**src/design/fp_pkg.sv**
```systemverilog
// Binary32 only: subnormals flushed to zero, truncating rounding, no exception flags
`default_nettype none

package fp_pkg;

	// Default lane count
	// Top level overrides this through its LANES parameter
	localparam int fp_lanes = 4;

	// Hardware thread index, four threads
	typedef logic [1:0] thread_idx_t;

	// Operations handled by the multi-cycle pipeline
	typedef enum logic [1:0]
	{
		FP_ADD = 2'd0,
		FP_SUB = 2'd1,
		FP_MUL = 2'd2
	} fp_op_t;

	// IEEE 754 binary32 layout
	typedef struct packed
	{
		logic sign;
		logic [7:0] exponent;
		logic [22:0] significand;
	} float32_t;

	// Canonical quiet NaN
	// Every invalid operation collapses to this pattern
	localparam logic [31:0] fp_qnan = 32'h7fc00000;

	// Exponent bias
	localparam logic [7:0] fp_exp_bias = 8'd127;

	// Alignment shift limit
	// 24 significand bits plus guard, round and sticky
	localparam logic [5:0] fp_max_align = 6'd27;

endpackage

`default_nettype wire
```
**src/design/fp_add_stage.sv**
```systemverilog
// Sum is a non-negative magnitude since stage 1 orders operands; no normalization here
`timescale 1ns/10ps
`default_nettype none

module fp_add_stage
	import fp_pkg::*;
	#(
	parameter int LANES = fp_lanes
	)
	(
	input wire clk,
	input wire reset,
	input wire fx2_valid,
	input wire fp_op_t fx2_op,
	input wire thread_idx_t fx2_thread,
	input wire [LANES-1:0] fx2_mask,
	input wire [LANES-1:0][26:0] fx2_significand_le,
	input wire [LANES-1:0][26:0] fx2_significand_se_aligned,
	input wire [LANES-1:0][7:0] fx2_add_exponent,
	input wire [LANES-1:0] fx2_logical_subtract,
	input wire [LANES-1:0] fx2_add_sign,
	input wire [LANES-1:0][47:0] fx2_product,
	input wire [LANES-1:0][9:0] fx2_mul_exponent,
	input wire [LANES-1:0] fx2_mul_sign,
	input wire [LANES-1:0] fx2_result_is_nan,
	input wire [LANES-1:0] fx2_result_is_inf,
	output logic fx3_valid,
	output thread_idx_t fx3_thread,
	output logic [LANES-1:0] fx3_mask,
	output logic fx3_is_mul,
	output logic [LANES-1:0][47:0] fx3_sum,
	output logic [LANES-1:0][9:0] fx3_exponent,
	output logic [LANES-1:0] fx3_sign,
	output logic [LANES-1:0] fx3_result_is_nan,
	output logic [LANES-1:0] fx3_result_is_inf
	);

	logic is_mul;

	assign is_mul = fx2_op == FP_MUL;

	genvar lane;
	generate
		for (lane = 0; lane < LANES; lane++)
		begin : lane_gen
			logic [27:0] add_result;

			// Extra top bit holds the carry of a true add
			assign add_result = fx2_logical_subtract[lane]
				? {1'b0, fx2_significand_le[lane]} - {1'b0, fx2_significand_se_aligned[lane]}
				: {1'b0, fx2_significand_le[lane]} + {1'b0, fx2_significand_se_aligned[lane]};

			always_ff @(posedge clk)
			begin
				if (is_mul)
				begin
					fx3_sum[lane] <= fx2_product[lane];
					fx3_exponent[lane] <= fx2_mul_exponent[lane];
					fx3_sign[lane] <= fx2_mul_sign[lane];
				end
				else
				begin
					// Hidden bit lines up with bit 46, same as the product
					fx3_sum[lane] <= {add_result, 20'h0};
					fx3_exponent[lane] <= {2'b00, fx2_add_exponent[lane]};
					fx3_sign[lane] <= fx2_add_sign[lane];
				end
			end
		end
	endgenerate

	always_ff @(posedge clk, posedge reset)
	begin
		if (reset)
			fx3_valid <= 1'b0;
		else
			fx3_valid <= fx2_valid;
	end

	always_ff @(posedge clk)
	begin
		fx3_thread <= fx2_thread;
		fx3_mask <= fx2_mask;
		fx3_is_mul <= is_mul;
		fx3_result_is_nan <= fx2_result_is_nan;
		fx3_result_is_inf <= fx2_result_is_inf;
	end

endmodule

`default_nettype wire

```
**config.mk**
```make
export PLATFORM = sky130hd
export DESIGN_NAME = fp_add_stage
export DESIGN_NICKNAME = d
export VERILOG_FILES = /design/src/design/fp_pkg.sv /design/src/design/fp_add_stage.sv
export SDC_FILE = /design/constraint.sdc
export NUM_CORES = 1
export LEC_CHECK = 0
export CAP_MARGIN = 0
export CORE_AREA = 2 2 294 296
export DETAILED_ROUTE_END_ITERATION = 10
export DIE_AREA = 0 0 296 298
export DONT_BUFFER_PORTS = 1
export HOLD_SLACK_MARGIN = 0.1
export SYNTH_ARGS = -nofsm -noshare
export SYNTH_HDL_FRONTEND = slang
export SYNTH_SLANG_ARGS = --single-unit
```
**constraint.sdc**
```tcl
create_clock -name clk -period 0.8 [get_ports clk]
set_input_delay 0.04 -clock clk [delete_from_list [all_inputs] [get_ports clk]]
set_output_delay 0.04 -clock clk [all_outputs]
set_load 0.05 [all_outputs]
```
==> impl_metrics.toml <==
[routing]
ant_nets = 0
via_per_inst = 4.54
wl_um = 94100
vias = 18600
drc = 0
wl_per_cell_um = 23.0
drt_iter0_markers = 1128
drt_pre_antenna_iters = 6

[synth]
synth_top_cell_area_share_pct = 34.3
synth_top_cells_by_area = "dfxtp_1, ha_1, xnor2_1"
synthDistinctLibCells = 74
synth_area_sq_um = 14600
postSynthAreaPerCell_sq_um = 8.15
syn_inst = 1796
synth-seq-cells = 252
syn_nets = 2423
seq_area_frac_synth_pct = 34.5
synth-edff-count = 0
yosys.area.top_type = "dfxtp_1"
ys_async_sr_fraction_pct = 0.397
synth_warnings = 0
ys.flop_type = "dfxtp_1"

[critical_path]
critPathMaxStageDelay_ns = 0.55
cp_max_fo = 3
cp.required_ns = 1.26
cp_top_family = "simple AND/OR/NAND/NOR gates"
start_kind = "input pin"
startpoint = "fx2_significand_se_aligned[4]"
crit_arrival_ns = 3.53
critPathKind = "in -> reg"
cpMaxStageDelayCell = "or4_4"
endpoint_kind = "flop"
cp_num_buf_inv = 3
cp-endpoint = "fx3_sum[47]"
crit_chain = "or4_4, nor3_4, and3_4, buf_6, nand3b_1, buf_4, nor2_1, a21oi_1, xnor2_1, ha_1, inv_1, o21bai_1, a21oi_2, o21ai_4, a2111oi_4, a211oi_2"
cp.depth = 16

[clock_tree]
cts_buffer_depth = 3
htree_levels = 2
cts_root_buffer = "clkbuf_16"
path_clk_slew_ns = 0.06
cts_buffers = 36
clock-sinks = 252
cts_tree = "yes"

[power]
power_density_nw_per_um2 = 2090
power.leakage_nw = 13.9
vdd_drop_max_mv = 2.00

[finish]
final_cell_mix = "dlygate4sd3_1, buf_4, dfxtp_2"
fillers = 7873
final_cells = 4090
fin_nets = 3529
drive_gt1_share_pct = 49.8
layout-area-overhead-vs-synth_pct = 122
layout_commonest_cell = "dlygate4sd3_1"
fin_area_sq_um = 32600

[place]
dp_worst_setup_slack_ns = -2.74
place.gp.congestion = 0.923
post_dp_cell_area_sq_um = 22600
dp_hpwl_um = 61700
dp_cells = 3511
portBuffers = 0

[timing]
fmax_mhz = 326
fin_crit_ns = 3.07
drv_slew = 0
slew_headroom_pct = 64.6
worst_slew_pin_slew_ns = 0.526
post-route-period-util_pct = 383
worst_slack_ns = -2.27
rsz0062_at_grt = "true"
fin_hold_ws_ns = -0.178
hold_viol_final = 34
setup_violations = 417

[job]
drv_cap = 0

[die]
die_h_um = 298
die_width_um = 296
fp.coreArea_sq_um = 84900
io_pins = 763
dieArea_sq_um = 88200
rows = 107
start_util_pct = 17.2

[run_status]
violations = "hold timing, setup timing"
outcome = "complete, but fails checks"

[min_path]
hold_class = "in -> reg"

[global_routing]
antenna_found_initial = 25
grt_util_all_layers_pct = 19.0
grt_pass1_wl_um = 124000
grt-ovfl-total = 0
grt_pass1_vias = 19300
grt_max_degree = 56
## flip-flops by register name, indices dropped and copies added (netlist names)
register / cells
fx3_exponent: 40
fx3_is_mul: 1
fx3_mask: 4
fx3_result_is_inf: 4
fx3_result_is_nan: 4
fx3_sign: 4
fx3_sum: 192
fx3_thread: 2
fx3_valid: 1
## repair_timing
action	in CTS	in global routing
buffers inserted	78	90
endpoints found under the hold margin	253	99
gates resized for setup	786	315
pin swaps	208	256
endpoints found under the setup margin	358	408
cloned	0	5
hold buffers	436	4
## final cells by class
type	count	area, sq um	area share, %
clock buffer	49	1060	3.25
antenna	17	42.5	0.131
clock inverter	16	200	0.615
timing repair buffer	1132	12400	38.0
sequential	252	5430	16.7
inverter	52	273	0.838
tap	1144	1430	4.40
multi-input combinational	1428	11800	36.1
## power by group
group,internal [mW],leakage [nW],switching [mW]
sequential,14.8,2.15,1.58
combinational,16.6,11.2,17.6
clock,10.3,0.620,7.02
total,41.8,13.9,26.2
## routing by layer
layer,vias up,global-route usage [%],wire length (um),part of all wire (%)
li1,8421,-,-,-
met2,1014,32.4,44000,47
met1,8746,18.5,32400,34
met4,18,14.0,7980,8.5
met3,359,7.53,9670,10
met5,-,0,135,0.14
## Yosys cell counts (all sizes together), types with 7 or more instances
| master | instances |
|---|---|
| nand2 | 207 |
| a21oi | 183 |
| a31oi | 22 |
| nor4 | 18 |
| ha | 112 |
| inv | 52 |
| o21ai | 98 |
| nand3 | 20 |
| a21o | 45 |
| xor2 | 50 |
| o21bai | 12 |
| o31ai | 8 |
| and2 | 96 |
| nor2b | 18 |
| nor2 | 200 |
| a211oi | 16 |
| nor3 | 38 |
| clkbuf | 52 |
| o21a | 13 |
| buf | 12 |
| dfxtp | 251 |
| xnor2 | 137 |
| mux2i | 7 |
| o211ai | 7 |
| nand2b | 30 |
## worst min path at each step
| stage | startpoint | endpoint | slack, ns | cells after the start |
|---|---|---|---|---|
| 4_1_cts | fx2_logical_subtract[3] | fx3_sum[191] | -0.26 | 3 |
| 2_1_floorplan | reset | fx3_valid | -0.23 | 1 |
| 5_1_grt | fx2_logical_subtract[3] | fx3_sum[191] | -0.19 | 3 |
| 3_5_place_dp | reset | fx3_valid | -0.23 | 1 |
| 6_report | fx2_logical_subtract[3] | fx3_sum[191] | -0.18 | 3 |
| 3_3_place_gp | reset | fx3_valid | -0.23 | 1 |
## stage by stage
stage | util [%] | TNS (ns) | power (mW)
6_report | 38.4 | -230.67 | 68.0
4_1_cts | 36.7 | -225.76 | 65.5
3_3_place_gp | 26.6 | -219.95 | 41.7
2_1_floorplan | - | -161.71 | 29.8
5_1_grt | 38.3 | -250.89 | 70.6
3_5_place_dp | 26.6 | -222.15 | 41.7
## cells by family (layout without fill, tap and decap cells)
group                      Yosys count  in the layout  synth area share, %
DFF                                252            252                 34.5
other                                0             17                    0
AOI/OAI and AO/OA                  450            450                 18.9
xor gates and xnor gates           187            187                 11.2
muxes                                8              8                0.556
buffers and inverters              116           1249                 2.98
and+or+nand+nor                    667            667                 21.7
adders and majority gates          116            116                 10.1
(Power assumes the default switching activity.)
