## src/design/fp_pkg.sv

```systemverilog
// Binary32 only: subnormals flushed to zero, truncating rounding, no exception flags
`default_nettype none

package fp_pkg;

	// Default lane count
	// Top level overrides this through its LANES parameter
	localparam int fp_lanes = 4;

	// Hardware thread index, four threads
	typedef logic [1:0] thread_idx_t;

	// Operations handled by the multi-cycle pipeline
	typedef enum logic [1:0]
	{
		FP_ADD = 2'd0,
		FP_SUB = 2'd1,
		FP_MUL = 2'd2
	} fp_op_t;

	// IEEE 754 binary32 layout
	typedef struct packed
	{
		logic sign;
		logic [7:0] exponent;
		logic [22:0] significand;
	} float32_t;

	// Canonical quiet NaN
	// Every invalid operation collapses to this pattern
	localparam logic [31:0] fp_qnan = 32'h7fc00000;

	// Exponent bias
	localparam logic [7:0] fp_exp_bias = 8'd127;

	// Alignment shift limit
	// 24 significand bits plus guard, round and sticky
	localparam logic [5:0] fp_max_align = 6'd27;

endpackage

`default_nettype wire
```

## src/design/fp_normalize_stage.sv

```systemverilog
// Truncates toward zero; results below the normal range flush to signed zero, no flags
`timescale 1ns/10ps
`default_nettype none

module fp_normalize_stage
	import fp_pkg::*;
	#(
	parameter int LANES = fp_lanes
	)
	(
	input wire clk,
	input wire reset,
	input wire fx3_valid,
	input wire thread_idx_t fx3_thread,
	input wire [LANES-1:0] fx3_mask,
	input wire fx3_is_mul,
	input wire [LANES-1:0][47:0] fx3_sum,
	input wire [LANES-1:0][9:0] fx3_exponent,
	input wire [LANES-1:0] fx3_sign,
	input wire [LANES-1:0] fx3_result_is_nan,
	input wire [LANES-1:0] fx3_result_is_inf,
	output logic out_valid,
	output thread_idx_t out_thread,
	output logic [LANES-1:0] out_mask,
	output float32_t [LANES-1:0] out_result
	);

	// Leading zero count of a 48-bit magnitude
	function automatic logic [5:0] count_leading_zeros(input logic [47:0] value);
		logic [5:0] count;
		logic found;

		count = 6'd0;
		found = 1'b0;
		for (int i = 47; i >= 0; i--)
		begin
			if (!found)
			begin
				if (value[i])
					found = 1'b1;
				else
					count = count + 6'd1;
			end
		end
		return count;
	endfunction

	genvar lane;
	generate
		for (lane = 0; lane < LANES; lane++)
		begin : lane_gen
			logic [5:0] lz;
			logic [47:0] shifted;
			logic signed [10:0] norm_exp;
			logic [31:0] result;

			assign lz = count_leading_zeros(fx3_sum[lane]);

			// Leading one moves to bit 47, the 23 bits below it are the fraction
			assign shifted = fx3_sum[lane] << lz;

			// Both paths put the binary point under bit 46, so bit 47 means one up
			assign norm_exp = $signed({fx3_exponent[lane][9], fx3_exponent[lane]})
				+ 11'sd1 - $signed({5'b00000, lz});

			always_comb
			begin
				if (fx3_result_is_nan[lane])
					result = fp_qnan;
				else if (fx3_result_is_inf[lane])
					result = {fx3_sign[lane], 8'hff, 23'h0};
				else if (fx3_sum[lane] == '0)
				begin
					// Cancellation is +0, a zero product keeps its sign
					if (fx3_is_mul)
						result = {fx3_sign[lane], 31'h0};
					else
						result = 32'h0;
				end
				else if (norm_exp >= 11'sd255)
					result = {fx3_sign[lane], 8'hff, 23'h0};
				else if (norm_exp <= 11'sd0)
					result = {fx3_sign[lane], 31'h0};
				else
					result = {fx3_sign[lane], norm_exp[7:0], shifted[46:24]};
			end

			always_ff @(posedge clk)
			begin
				out_result[lane] <= result;
			end
		end
	endgenerate

	always_ff @(posedge clk, posedge reset)
	begin
		if (reset)
			out_valid <= 1'b0;
		else
			out_valid <= fx3_valid;
	end

	always_ff @(posedge clk)
	begin
		out_thread <= fx3_thread;
		out_mask <= fx3_mask;
	end

endmodule

`default_nettype wire

```

## config.mk

```make
export PLATFORM = sky130hd
export DESIGN_NAME = fp_normalize_stage
export DESIGN_NICKNAME = d
export VERILOG_FILES = /design/src/design/fp_pkg.sv /design/src/design/fp_normalize_stage.sv
export SDC_FILE = /design/constraint.sdc
export NUM_CORES = 1
export LEC_CHECK = 0
export BUFFER_PORTS_ARGS = -buffer_cell sky130_fd_sc_hd__buf_4
export CORE_MARGIN = 5
export CORE_UTILIZATION = 30
export DETAILED_ROUTE_END_ITERATION = 6
export PLACE_DENSITY_LB_ADDON = 0.1
export SYNTH_ARGS = -nofsm -noshare
export SYNTH_HDL_FRONTEND = slang
export SYNTH_SLANG_ARGS = --single-unit
export TNS_END_PERCENT = 30
```

## constraint.sdc

```tcl
create_clock -name clk -period 0.8 [get_ports clk]
set_clock_uncertainty 0.2 [all_clocks]
set_input_delay 0.04 -clock clk [delete_from_list [all_inputs] [get_ports clk]]
set_output_delay 0.04 -clock clk [all_outputs]
set_load 0.05 [all_outputs]
```

==> impl_metrics.tcl <==
set metrics [dict create \
    synth_edf_count 0 \
    die_h_um 369 \
    fp-row-count 131 \
    hp-class "input pin to flip-flop" \
    crit_arrival_ns 29.45 \
    grt_antenna_before_repair 9 \
    synthAdderAreaFrac_pct 8.07 \
    rsz0062_at_grt "yes" \
    tightest_slew_ns 0.813 \
    status "finished with violations" \
    regArea_um2 2710 \
    num_vias 48500 \
    area_delta_synth_final_pct 63.3 \
    setup_viol 263 \
    maxCapViolations 0 \
    dp_hpwl_mm 138 \
    synth_compound_area_share_pct 22.1 \
    coreArea_um2 128000 \
    synthCells 5563 \
    io_pins 389 \
    drive_above_1_share_pct 41.6 \
    worstSetupEndpointType "flip-flop" \
    yosysWarnings 0 \
    hold_violations 63 \
    cts-root-buf "clkbuf_16" \
    syn-num-nets 6061 \
    grt_pass1_wl_mm 257 \
    cp_slowest_stage_delay_ns 0.53 \
    ys_ff_latch 135 \
    final_cell_mix "buf_4 (2495), nand2_1 (639), nor2_1 (529)" \
    ys.flop_type "dfxtp_1" \
    syn_area_um2 38700 \
    grt_max_degree 61 \
    n_fill_cell 12900 \
    numCtsBuffers 17 \
    ys_async_sr_fraction_pct 0.741 \
    first_pass_iters 5 \
    total_power_mw 45.0 \
    drt-total-wl_mm 166 \
    ant_nets 0 \
    synth_cell_types 122 \
    critPathMostFrequentCell "ha_1" \
    synth_xor_area_share_pct 14.0 \
    die_w_um 369 \
    dieArea_um2 136000 \
    leakage_nw 28.9 \
    portBuffers 388 \
    fin_area_um2 63200 \
    critPathKind "input pin to flip-flop" \
    period_minus_slack_ns 29.23 \
    crit_slowest_cell "or4_4" \
    violations "hold timing, setup timing" \
    powerDensity_nw_per_um2 712 \
    final-max-slew-violation-count 0 \
    required_ns 1.03 \
    grt_overflow 0 \
    synth_top_family_by_area "simple AND/OR/NAND/NOR gates" \
    clock_path_buffers 2 \
    layout.nets 8340 \
    timing.hold.ws_ns -0.401 \
    period_share_pct 3650 \
    utilization_pct 49.4 \
    vdd_drop_max_mv 1.80 \
    clkTransAtPathRegs_ns 0.06 \
    slew_headroom_pct 45.1 \
    htree_num_levels 4 \
    worstSetupStartpointType "input pin" \
    drt_iter0_markers 2904 \
    wl_per_cell_um 17.5 \
    place_area_um2 59000 \
    fmax_mhz 34.2 \
    grtUsageTotal_pct 23.0 \
    start_util_pct 30.3 \
    timing.critical_path.fanout_max 5 \
    vias_per_cell 5.10 \
    cts_tree "done" \
    multi_input_area_um2 37500 \
    finalWeightedCongestion 0.928 \
    cts_sinks 135 \
    final_common_cell "buf_4" \
    final.setup.worst_slack_ns -28.43 \
    drc 0 \
    yosysSeqAreaShare_pct 7.00 \
    synthSimpleGateAreaFrac_pct 29.0 \
    cts_hold_buffers 16 \
    muxShareOfSynthArea_pct 14.5 \
    avgSynthCellArea_um2 6.96 \
    grt_pass1_vias 47000 \
]
[cell type report]
type / instances / area share (%)
antenna: 7 / 0.0277
clock buffer: 19 / 0.701
clock inverter: 11 / 0.202
inverter: 232 / 1.41
multi-input combinational: 4905 / 59.3
sequential: 135 / 4.28
tap: 1662 / 3.29
timing repair buffer: 2551 / 30.8
[synthesized netlist by cell type (all sizes together) (28+ instances only)]
cell | n | area, um2
nand2 | 684 | 2580
nor2 | 578 | 2200
mux2i | 432 | 4340
a21oi | 427 | 2160
xnor2 | 312 | 3010
o21ai | 297 | 1490
ha | 240 | 3000
inv | 227 | 852
clkbuf | 222 | 833
nand3 | 169 | 846
nor3 | 156 | 827
xor2 | 153 | 1520
dfxtp | 134 | 2680
nor2b | 122 | 763
nand2b | 104 | 651
a31oi | 78 | 488
and3 | 72 | 450
buf | 71 | 355
or3 | 69 | 442
a211oi | 67 | 513
a21o | 66 | 495
and2 | 57 | 359
nor4 | 55 | 388
mux2 | 50 | 563
nand4 | 50 | 313
o21a | 41 | 308
or2 | 39 | 244
a22oi | 38 | 285
mux4 | 32 | 721
o22ai | 32 | 200
nor3b | 30 | 230
or4 | 28 | 221
xnor3 | 28 | 638
[what timing repair did]
action | in CTS | in global routing
pin swaps | 146 | 297
buffers inserted | 70 | 102
resized for setup | 162 | 303
hold endpoints to repair | 78 | 70
cloned | 3 | 0
setup endpoints to repair | 263 | 263
[sequential cells by signal, indices dropped and copies added, names as in the netlist]
| register | count |
|---|---|
| out_valid | 1 |
| out_thread | 2 |
| out_mask | 4 |
| out_result | 128 |
[stage by stage]
step	TNS, ns	setup WS, ns	hold WS, ns	std cells
2_1_floorplan	-3534.31	-29.22	-0.431	5563
3_3_place_gp	-3574.76	-29.25	-0.313	9312
3_5_place_dp	-3625.28	-29.63	-0.314	9312
4_1_cts	-3536.91	-28.24	-0.447	9431
5_1_grt	-3738.04	-30.05	-0.422	9518
6_report	-3532.51	-28.43	-0.401	9522
[routing by layer]
layer / track usage (%) / vias to the layer above / part of all wire [%]
met4: 3.95 / 4 / 1.5
met1: 32.5 / 22800 / 49
li1: - / 24600 / -
met5: 0 / - / 0.016
met2: 38.0 / 969 / 45
met3: 2.89 / 107 / 4.4
[worst max-delay path: cells and delay by family]
| family | cells | cell delay [ns] |
|---|---|---|
| adder cells (fa/ha/maj) | 47 | 12.64 |
| AO/OA/AOI/OAI | 52 | 7.13 |
| AND/OR/NAND/NOR | 38 | 4.48 |
| multiplexers | 24 | 4.33 |
| buffers and inverters | 12 | 0.84 |
[worst paths after layout]
path	from	end	slack, ns	cells past startpoint
worst max-delay path	fx3_sum[140]	out_result[76]	-28.43	173
worst min-delay path	fx3_result_is_inf[3]	out_result[127]	-0.40	2
min in group asynchronous	reset	out_valid	0.29	4
max in group asynchronous	reset	out_valid	0.02	4
[cells by family (layout without fill, tap and decap cells)]
group / Yosys count / count (layout)
flops: 135 / 135
buf+inv: 525 / 2813
xor+xnor: 503 / 503
compound gates: 1344 / 1344
other cells: 0 / 7
simple gates: 2294 / 2296
mux: 514 / 514
fa+ha+maj: 248 / 248
[power by group]
group / switching (mW) / leakage, nW / internal, mW
logic: 14.6 / 27.6 / 14.7
clock network: 3.68 / 0.260 / 4.61
registers: 0.288 / 1.11 / 7.09
(Power assumes the default switching activity.)
