[config.mk]
export PLATFORM = sky130hd
export DESIGN_NAME = fp_align_stage
export DESIGN_NICKNAME = d
export VERILOG_FILES = /design/src/design/fp_pkg.sv /design/src/design/fp_align_stage.sv
export SDC_FILE = /design/constraint.sdc
export NUM_CORES = 1
export LEC_CHECK = 0
export BUFFER_PORTS_ARGS = -buffer_cell sky130_fd_sc_hd__buf_2
export CAP_MARGIN = 20
export CORE_AREA = 8 8 222 224
export CTS_CLUSTER_SIZE = 30
export DETAILED_ROUTE_END_ITERATION = 7
export DIE_AREA = 0 0 230 232
export GPL_ROUTABILITY_DRIVEN = 0
export GPL_TIMING_DRIVEN = 0
export SYNTH_ARGS = -nofsm -noshare
export SYNTH_HDL_FRONTEND = slang
export SYNTH_SLANG_ARGS = --single-unit
[constraint.sdc]
create_clock -name clk -period 0.8 [get_ports clk]
set_clock_uncertainty 0.2 [all_clocks]
set_input_delay 0.04 -clock clk [delete_from_list [all_inputs] [get_ports clk]]
set_output_delay 0.04 -clock clk [all_outputs]
set_load 0.05 [all_outputs]
[src/design/fp_pkg.sv]
// Binary32 only: subnormals flushed to zero, truncating rounding, no exception flags
`default_nettype none

package fp_pkg;

	// Default lane count
	// Top level overrides this through its LANES parameter
	localparam int fp_lanes = 4;

	// Hardware thread index, four threads
	typedef logic [1:0] thread_idx_t;

	// Operations handled by the multi-cycle pipeline
	typedef enum logic [1:0]
	{
		FP_ADD = 2'd0,
		FP_SUB = 2'd1,
		FP_MUL = 2'd2
	} fp_op_t;

	// IEEE 754 binary32 layout
	typedef struct packed
	{
		logic sign;
		logic [7:0] exponent;
		logic [22:0] significand;
	} float32_t;

	// Canonical quiet NaN
	// Every invalid operation collapses to this pattern
	localparam logic [31:0] fp_qnan = 32'h7fc00000;

	// Exponent bias
	localparam logic [7:0] fp_exp_bias = 8'd127;

	// Alignment shift limit
	// 24 significand bits plus guard, round and sticky
	localparam logic [5:0] fp_max_align = 6'd27;

endpackage

`default_nettype wire
[src/design/fp_align_stage.sv]
// Zero exponent operands count as zero; operand 1 keeps the larger slot on equal magnitudes
`timescale 1ns/10ps
`default_nettype none

module fp_align_stage
	import fp_pkg::*;
	#(
	parameter int LANES = fp_lanes
	)
	(
	input wire clk,
	input wire reset,
	input wire rollback_en,
	input wire thread_idx_t rollback_thread,
	input wire in_valid,
	input wire fp_op_t in_op,
	input wire thread_idx_t in_thread,
	input wire [LANES-1:0] in_mask,
	input wire float32_t [LANES-1:0] in_operand1,
	input wire float32_t [LANES-1:0] in_operand2,
	output logic fx1_valid,
	output fp_op_t fx1_op,
	output thread_idx_t fx1_thread,
	output logic [LANES-1:0] fx1_mask,
	output logic [LANES-1:0][23:0] fx1_significand_le,
	output logic [LANES-1:0][23:0] fx1_significand_se,
	output logic [LANES-1:0][5:0] fx1_align_shift,
	output logic [LANES-1:0][7:0] fx1_add_exponent,
	output logic [LANES-1:0] fx1_logical_subtract,
	output logic [LANES-1:0] fx1_add_sign,
	output logic [LANES-1:0][9:0] fx1_mul_exponent,
	output logic [LANES-1:0] fx1_mul_sign,
	output logic [LANES-1:0] fx1_result_is_nan,
	output logic [LANES-1:0] fx1_result_is_inf
	);

	logic is_sub;
	logic is_mul;

	assign is_sub = in_op == FP_SUB;
	assign is_mul = in_op == FP_MUL;

	genvar lane;
	generate
		for (lane = 0; lane < LANES; lane++)
		begin : lane_gen
			float32_t op1;
			float32_t op2;
			logic [23:0] full_sig1;
			logic [23:0] full_sig2;
			logic op1_zero;
			logic op2_zero;
			logic op1_inf;
			logic op2_inf;
			logic op1_nan;
			logic op2_nan;
			logic op1_larger;
			logic [7:0] exp_diff;
			logic logical_sub;
			logic result_nan;

			assign op1 = in_operand1[lane];
			assign op2 = in_operand2[lane];

			// Flush to zero, no hidden bit and no fraction
			assign op1_zero = op1.exponent == 8'h00;
			assign op2_zero = op2.exponent == 8'h00;
			assign full_sig1 = op1_zero ? 24'h0 : {1'b1, op1.significand};
			assign full_sig2 = op2_zero ? 24'h0 : {1'b1, op2.significand};

			assign op1_inf = op1.exponent == 8'hff && op1.significand == '0;
			assign op2_inf = op2.exponent == 8'hff && op2.significand == '0;
			assign op1_nan = op1.exponent == 8'hff && op1.significand != '0;
			assign op2_nan = op2.exponent == 8'hff && op2.significand != '0;

			// Magnitude compare, exponent first then significand
			assign op1_larger = op1.exponent > op2.exponent
				|| (op1.exponent == op2.exponent && full_sig1 >= full_sig2);
			assign exp_diff = op1_larger ? op1.exponent - op2.exponent
				: op2.exponent - op1.exponent;

			// Effective operation on magnitudes
			assign logical_sub = op1.sign ^ op2.sign ^ is_sub;

			always_comb
			begin
				if (is_mul)
					result_nan = op1_nan || op2_nan || (op1_inf && op2_zero)
						|| (op2_inf && op1_zero);
				else
					result_nan = op1_nan || op2_nan || (op1_inf && op2_inf && logical_sub);
			end

			always_ff @(posedge clk)
			begin
				if (op1_larger)
				begin
					fx1_significand_le[lane] <= full_sig1;
					fx1_significand_se[lane] <= full_sig2;
					fx1_add_exponent[lane] <= op1.exponent;
					fx1_add_sign[lane] <= op1.sign;
				end
				else
				begin
					// Operand 2 dominates, its sign flips for a subtract
					fx1_significand_le[lane] <= full_sig2;
					fx1_significand_se[lane] <= full_sig1;
					fx1_add_exponent[lane] <= op2.exponent;
					fx1_add_sign[lane] <= op2.sign ^ is_sub;
				end

				// Beyond the limit everything lands in sticky
				if (exp_diff < {2'b00, fp_max_align})
					fx1_align_shift[lane] <= exp_diff[5:0];
				else
					fx1_align_shift[lane] <= fp_max_align;

				fx1_logical_subtract[lane] <= logical_sub;

				// Biased sum, may go negative or past 255
				fx1_mul_exponent[lane] <= {2'b00, op1.exponent} + {2'b00, op2.exponent}
					- {2'b00, fp_exp_bias};
				fx1_mul_sign[lane] <= op1.sign ^ op2.sign;

				fx1_result_is_nan[lane] <= result_nan;
				fx1_result_is_inf[lane] <= !result_nan && (op1_inf || op2_inf);
			end
		end
	endgenerate

	// Rollback drops the item of the matching thread on entry
	always_ff @(posedge clk, posedge reset)
	begin
		if (reset)
			fx1_valid <= 1'b0;
		else
			fx1_valid <= in_valid && !(rollback_en && rollback_thread == in_thread);
	end

	always_ff @(posedge clk)
	begin
		fx1_op <= in_op;
		fx1_thread <= in_thread;
		fx1_mask <= in_mask;
	end

endmodule

`default_nettype wire

==> impl_metrics.py <==
metrics = {
    "run_status": {
        "outcome": "finished, violations left",
        "violations": "negative hold slack, negative setup slack",
    },
    "logic_synthesis": {
        "ys_seq_area_share_pct": 37.0,
        "ys_warn_count": 0,
        "syn_avg_cell_area_um2": 8.23,
        "yosysTopAreaCellShare_pct": 36.9,
        "syn_area_mm2": 0.0171,
        "ys.flop_type": "dfxtp_1",
        "yosysUniqueCellTypes": 79,
        "yosysTopAreaCell": "dfxtp_1",
        "async_flop_share_pct": 0.315,
        "synth_edf_count": 0,
        "synth-seq-cells": 317,
        "synth.area.top_cells": "dfxtp_1, ha_1, nand2_1",
        "synthCells": 2084,
    },
    "clock_tree": {
        "tritoncts": "yes",
        "clock_sinks": 317,
        "clk_pin_slew_ps": 60,
        "clock_path_buffers": 3,
        "numCtsBuffers": 38,
        "ctsRootBufferMaster": "clkbuf_16",
        "htreeDepth": 2,
    },
    "timing": {
        "holdWs_ps": -486,
        "setup_viol": 614,
        "worst_slew_pin_slew_ps": 914,
        "period_share_pct": 394,
        "max_freq_ghz": 0.317,
        "setup_ws_ps": -2350,
        "hold_viol": 261,
        "rsz0062_at_grt": "yes",
        "period_needed_ps": 3150,
        "slew_viol_final": 0,
        "maxSlewHeadroom_pct": 39.1,
    },
    "critical_path": {
        "cp.required_ps": 1100,
        "worstPathMaxFanout": 10,
        "start_kind": "primary input",
        "crit_start": "in_operand2[55]",
        "crit_arrival_ps": 3450,
        "crit_type": "primary input to flop",
        "endpoint_kind": "flop",
    },
    "layout": {
        "nets": 3471,
        "mostFrequentLayoutCells": "buf_2, dfxtp_2, nand2_1, ha_1, inv_1",
        "synthToLayoutAreaGrowth_pct": 76.5,
        "finalNonFillerCells": 3623,
        "drive_gt1_share_pct": 60.8,
        "utilization_pct": 66.0,
        "layout_commonest_cell": "buf_2",
    },
    "placed_design": {
        "port_buffers": 586,
        "post-place-ws_ps": -3230,
        "dp.cells": 3281,
        "hpwl_mm": 60.2,
    },
    "global_routing": {
        "grt_use_met3_pct": 7.23,
        "grt_max_degree": 14,
        "grt_pass1_wl_mm": 120,
        "met2_usage_pct": 48.7,
        "track_usage_pct": 28.6,
        "grt_pass1_vias": 19942,
        "top_usage_layer": "met2",
        "grt_overflow": 0,
        "grt_use_met1_pct": 33.4,
        "antenna_found_initial": 18,
    },
    "flow_run": {
        "cap_viol_max_count": 0,
    },
    "die": {
        "die_y_um": 232,
        "start_util_pct": 37.4,
        "core_mm2": 0.0459,
        "ios": 587,
        "rows": 79,
        "die-area_mm2": 0.0534,
        "die_x_um": 230,
    },
    "route": {
        "drc_errors": 0,
        "route.vias.total": 19591,
        "firstDrtPassIters": 5,
        "ant_nets": 0,
        "drt-wirelength-per-cell_um": 22.9,
        "vias_per_cell": 5.41,
        "first_iter_violations": 1498,
        "totalWireLength_mm": 82.8,
    },
    "power": {
        "power_mw": 65.0,
        "ir_drop_v": 0.00239,
        "power.leakage_nw": 13.9,
        "powerDensity_mw_per_mm2": 2150,
    },
    "min_path": {
        "hp-start": "in_operand1[92]",
        "hp-class": "primary input to flop",
    },
}
## cell families (layout without fill, tap and decap cells)
group                      count (synthesis)  count (layout)  share of synthesized area (%)
and+or+nand+nor                          771             774                           21.2
buffers and inverters                    229            1139                           5.15
muxes                                     14              14                          0.824
AOI/OAI and AO/OA                        473             473                           16.0
DFF                                      317             317                           37.0
xor gates and xnor gates                  51              51                           2.60
other                                      1              20                         0.0219
adders and majority gates                228             228                           17.2
## critical path, cell delays in order
cell and delay [ps]:
buf_2 140, nor4_2 320, nand2_2 160, clkbuf_16 210
nand2_2 130, ha_4 210, nand4_1 190, buf_4 150
nor2_2 40, a2111oi_4 370, or3b_4 450, buf_6 140
nand2_8 60, mux2_4 300, a2111o_1 440, nand4_1 100
## cells in the mapped netlist (3+ instances only)
| cell | number |
|---|---|
| nor2_1 | 87 |
| nor3_1 | 28 |
| clkbuf_1 | 56 |
| ha_1 | 216 |
| a311oi_1 | 3 |
| nor3b_1 | 4 |
| nor4b_1 | 3 |
| nor4_1 | 61 |
| o211ai_1 | 8 |
| a21o_1 | 13 |
| inv_1 | 152 |
| buf_2 | 13 |
| nand4_1 | 30 |
| or4_1 | 4 |
| nand2_1 | 386 |
| a211o_1 | 3 |
| o221ai_1 | 3 |
| fa_1 | 12 |
| o2111ai_1 | 4 |
| nand4b_1 | 3 |
| a21oi_1 | 104 |
| nor2b_1 | 16 |
| o21bai_1 | 18 |
| buf_1 | 6 |
| nand3_1 | 37 |
| o21ai_0 | 255 |
| xor2_1 | 8 |
| dfxtp_1 | 316 |
| mux2i_1 | 13 |
| or3_1 | 8 |
| a31oi_1 | 8 |
| a211oi_1 | 13 |
| xnor2_1 | 43 |
| and2_1 | 79 |
| o21a_1 | 3 |
| nand2b_1 | 10 |
## state kept, by name, indices dropped and copies added (netlist names), 24 cells and up
register            count
fx1_significand_le     96
fx1_significand_se     96
fx1_mul_exponent       40
fx1_add_exponent       32
fx1_align_shift        24
## layer usage
metal	vias up	part of all wire, %
met1	9256	38
met3	295	8.5
li1	8992	-
met2	1044	48
met4	4	5.5
met5	-	0.033
## final timing paths
kind	endpoint	slack [ps]	cells past startpoint
max in group asynchronous	fx1_valid	30	4
min in group asynchronous	fx1_valid	260	4
hold / removal	fx1_add_exponent[21]	-490	3
setup / recovery	fx1_align_shift[7]	-2350	16
## layout make-up
class / count / area [µm²]
diodes: 16 / 40.0
plain buffers: 77 / 1340
clock buffers: 50 / 1050
well taps: 607 / 759
repair buffers: 843 / 6040
multi-input cells: 1544 / 13500
flip-flops and latches: 317 / 6750
inverters: 152 / 629
clock inverters: 17 / 198
fillers: 3609 / 15600
## through the flow
step / hold WS (ps) / instance area (µm²) / setup TNS (ps)
2_1_floorplan: -431 / 19700 / -473740
3_3_place_gp: -326 / 23300 / -718740
3_5_place_dp: -322 / 23400 / -724110
4_1_cts: -505 / 28700 / -694190
5_1_grt: -501 / 30200 / -753270
6_report: -486 / 30300 / -712160
## power breakdown
| group | internal, mW | total (mW) | switching [mW] | leakage [nW] |
|---|---|---|---|---|
| registers | 18.6 | 19.4 | 0.790 | 2.67 |
| clock network | 10.3 | 17.5 | 7.25 | 0.605 |
| logic | 9.58 | 28.1 | 18.5 | 10.7 |
## repair_timing
action                                 4_1_cts  5_1_grt
gates cloned                                38        4
setup endpoints to repair                  605      614
hold buffers                                73       13
pin swaps                                   99       94
resized for setup                          446      277
endpoints found under the hold margin      304      269
buffers inserted                            97       37
Note: power is estimated with default switching activity, not from simulation.
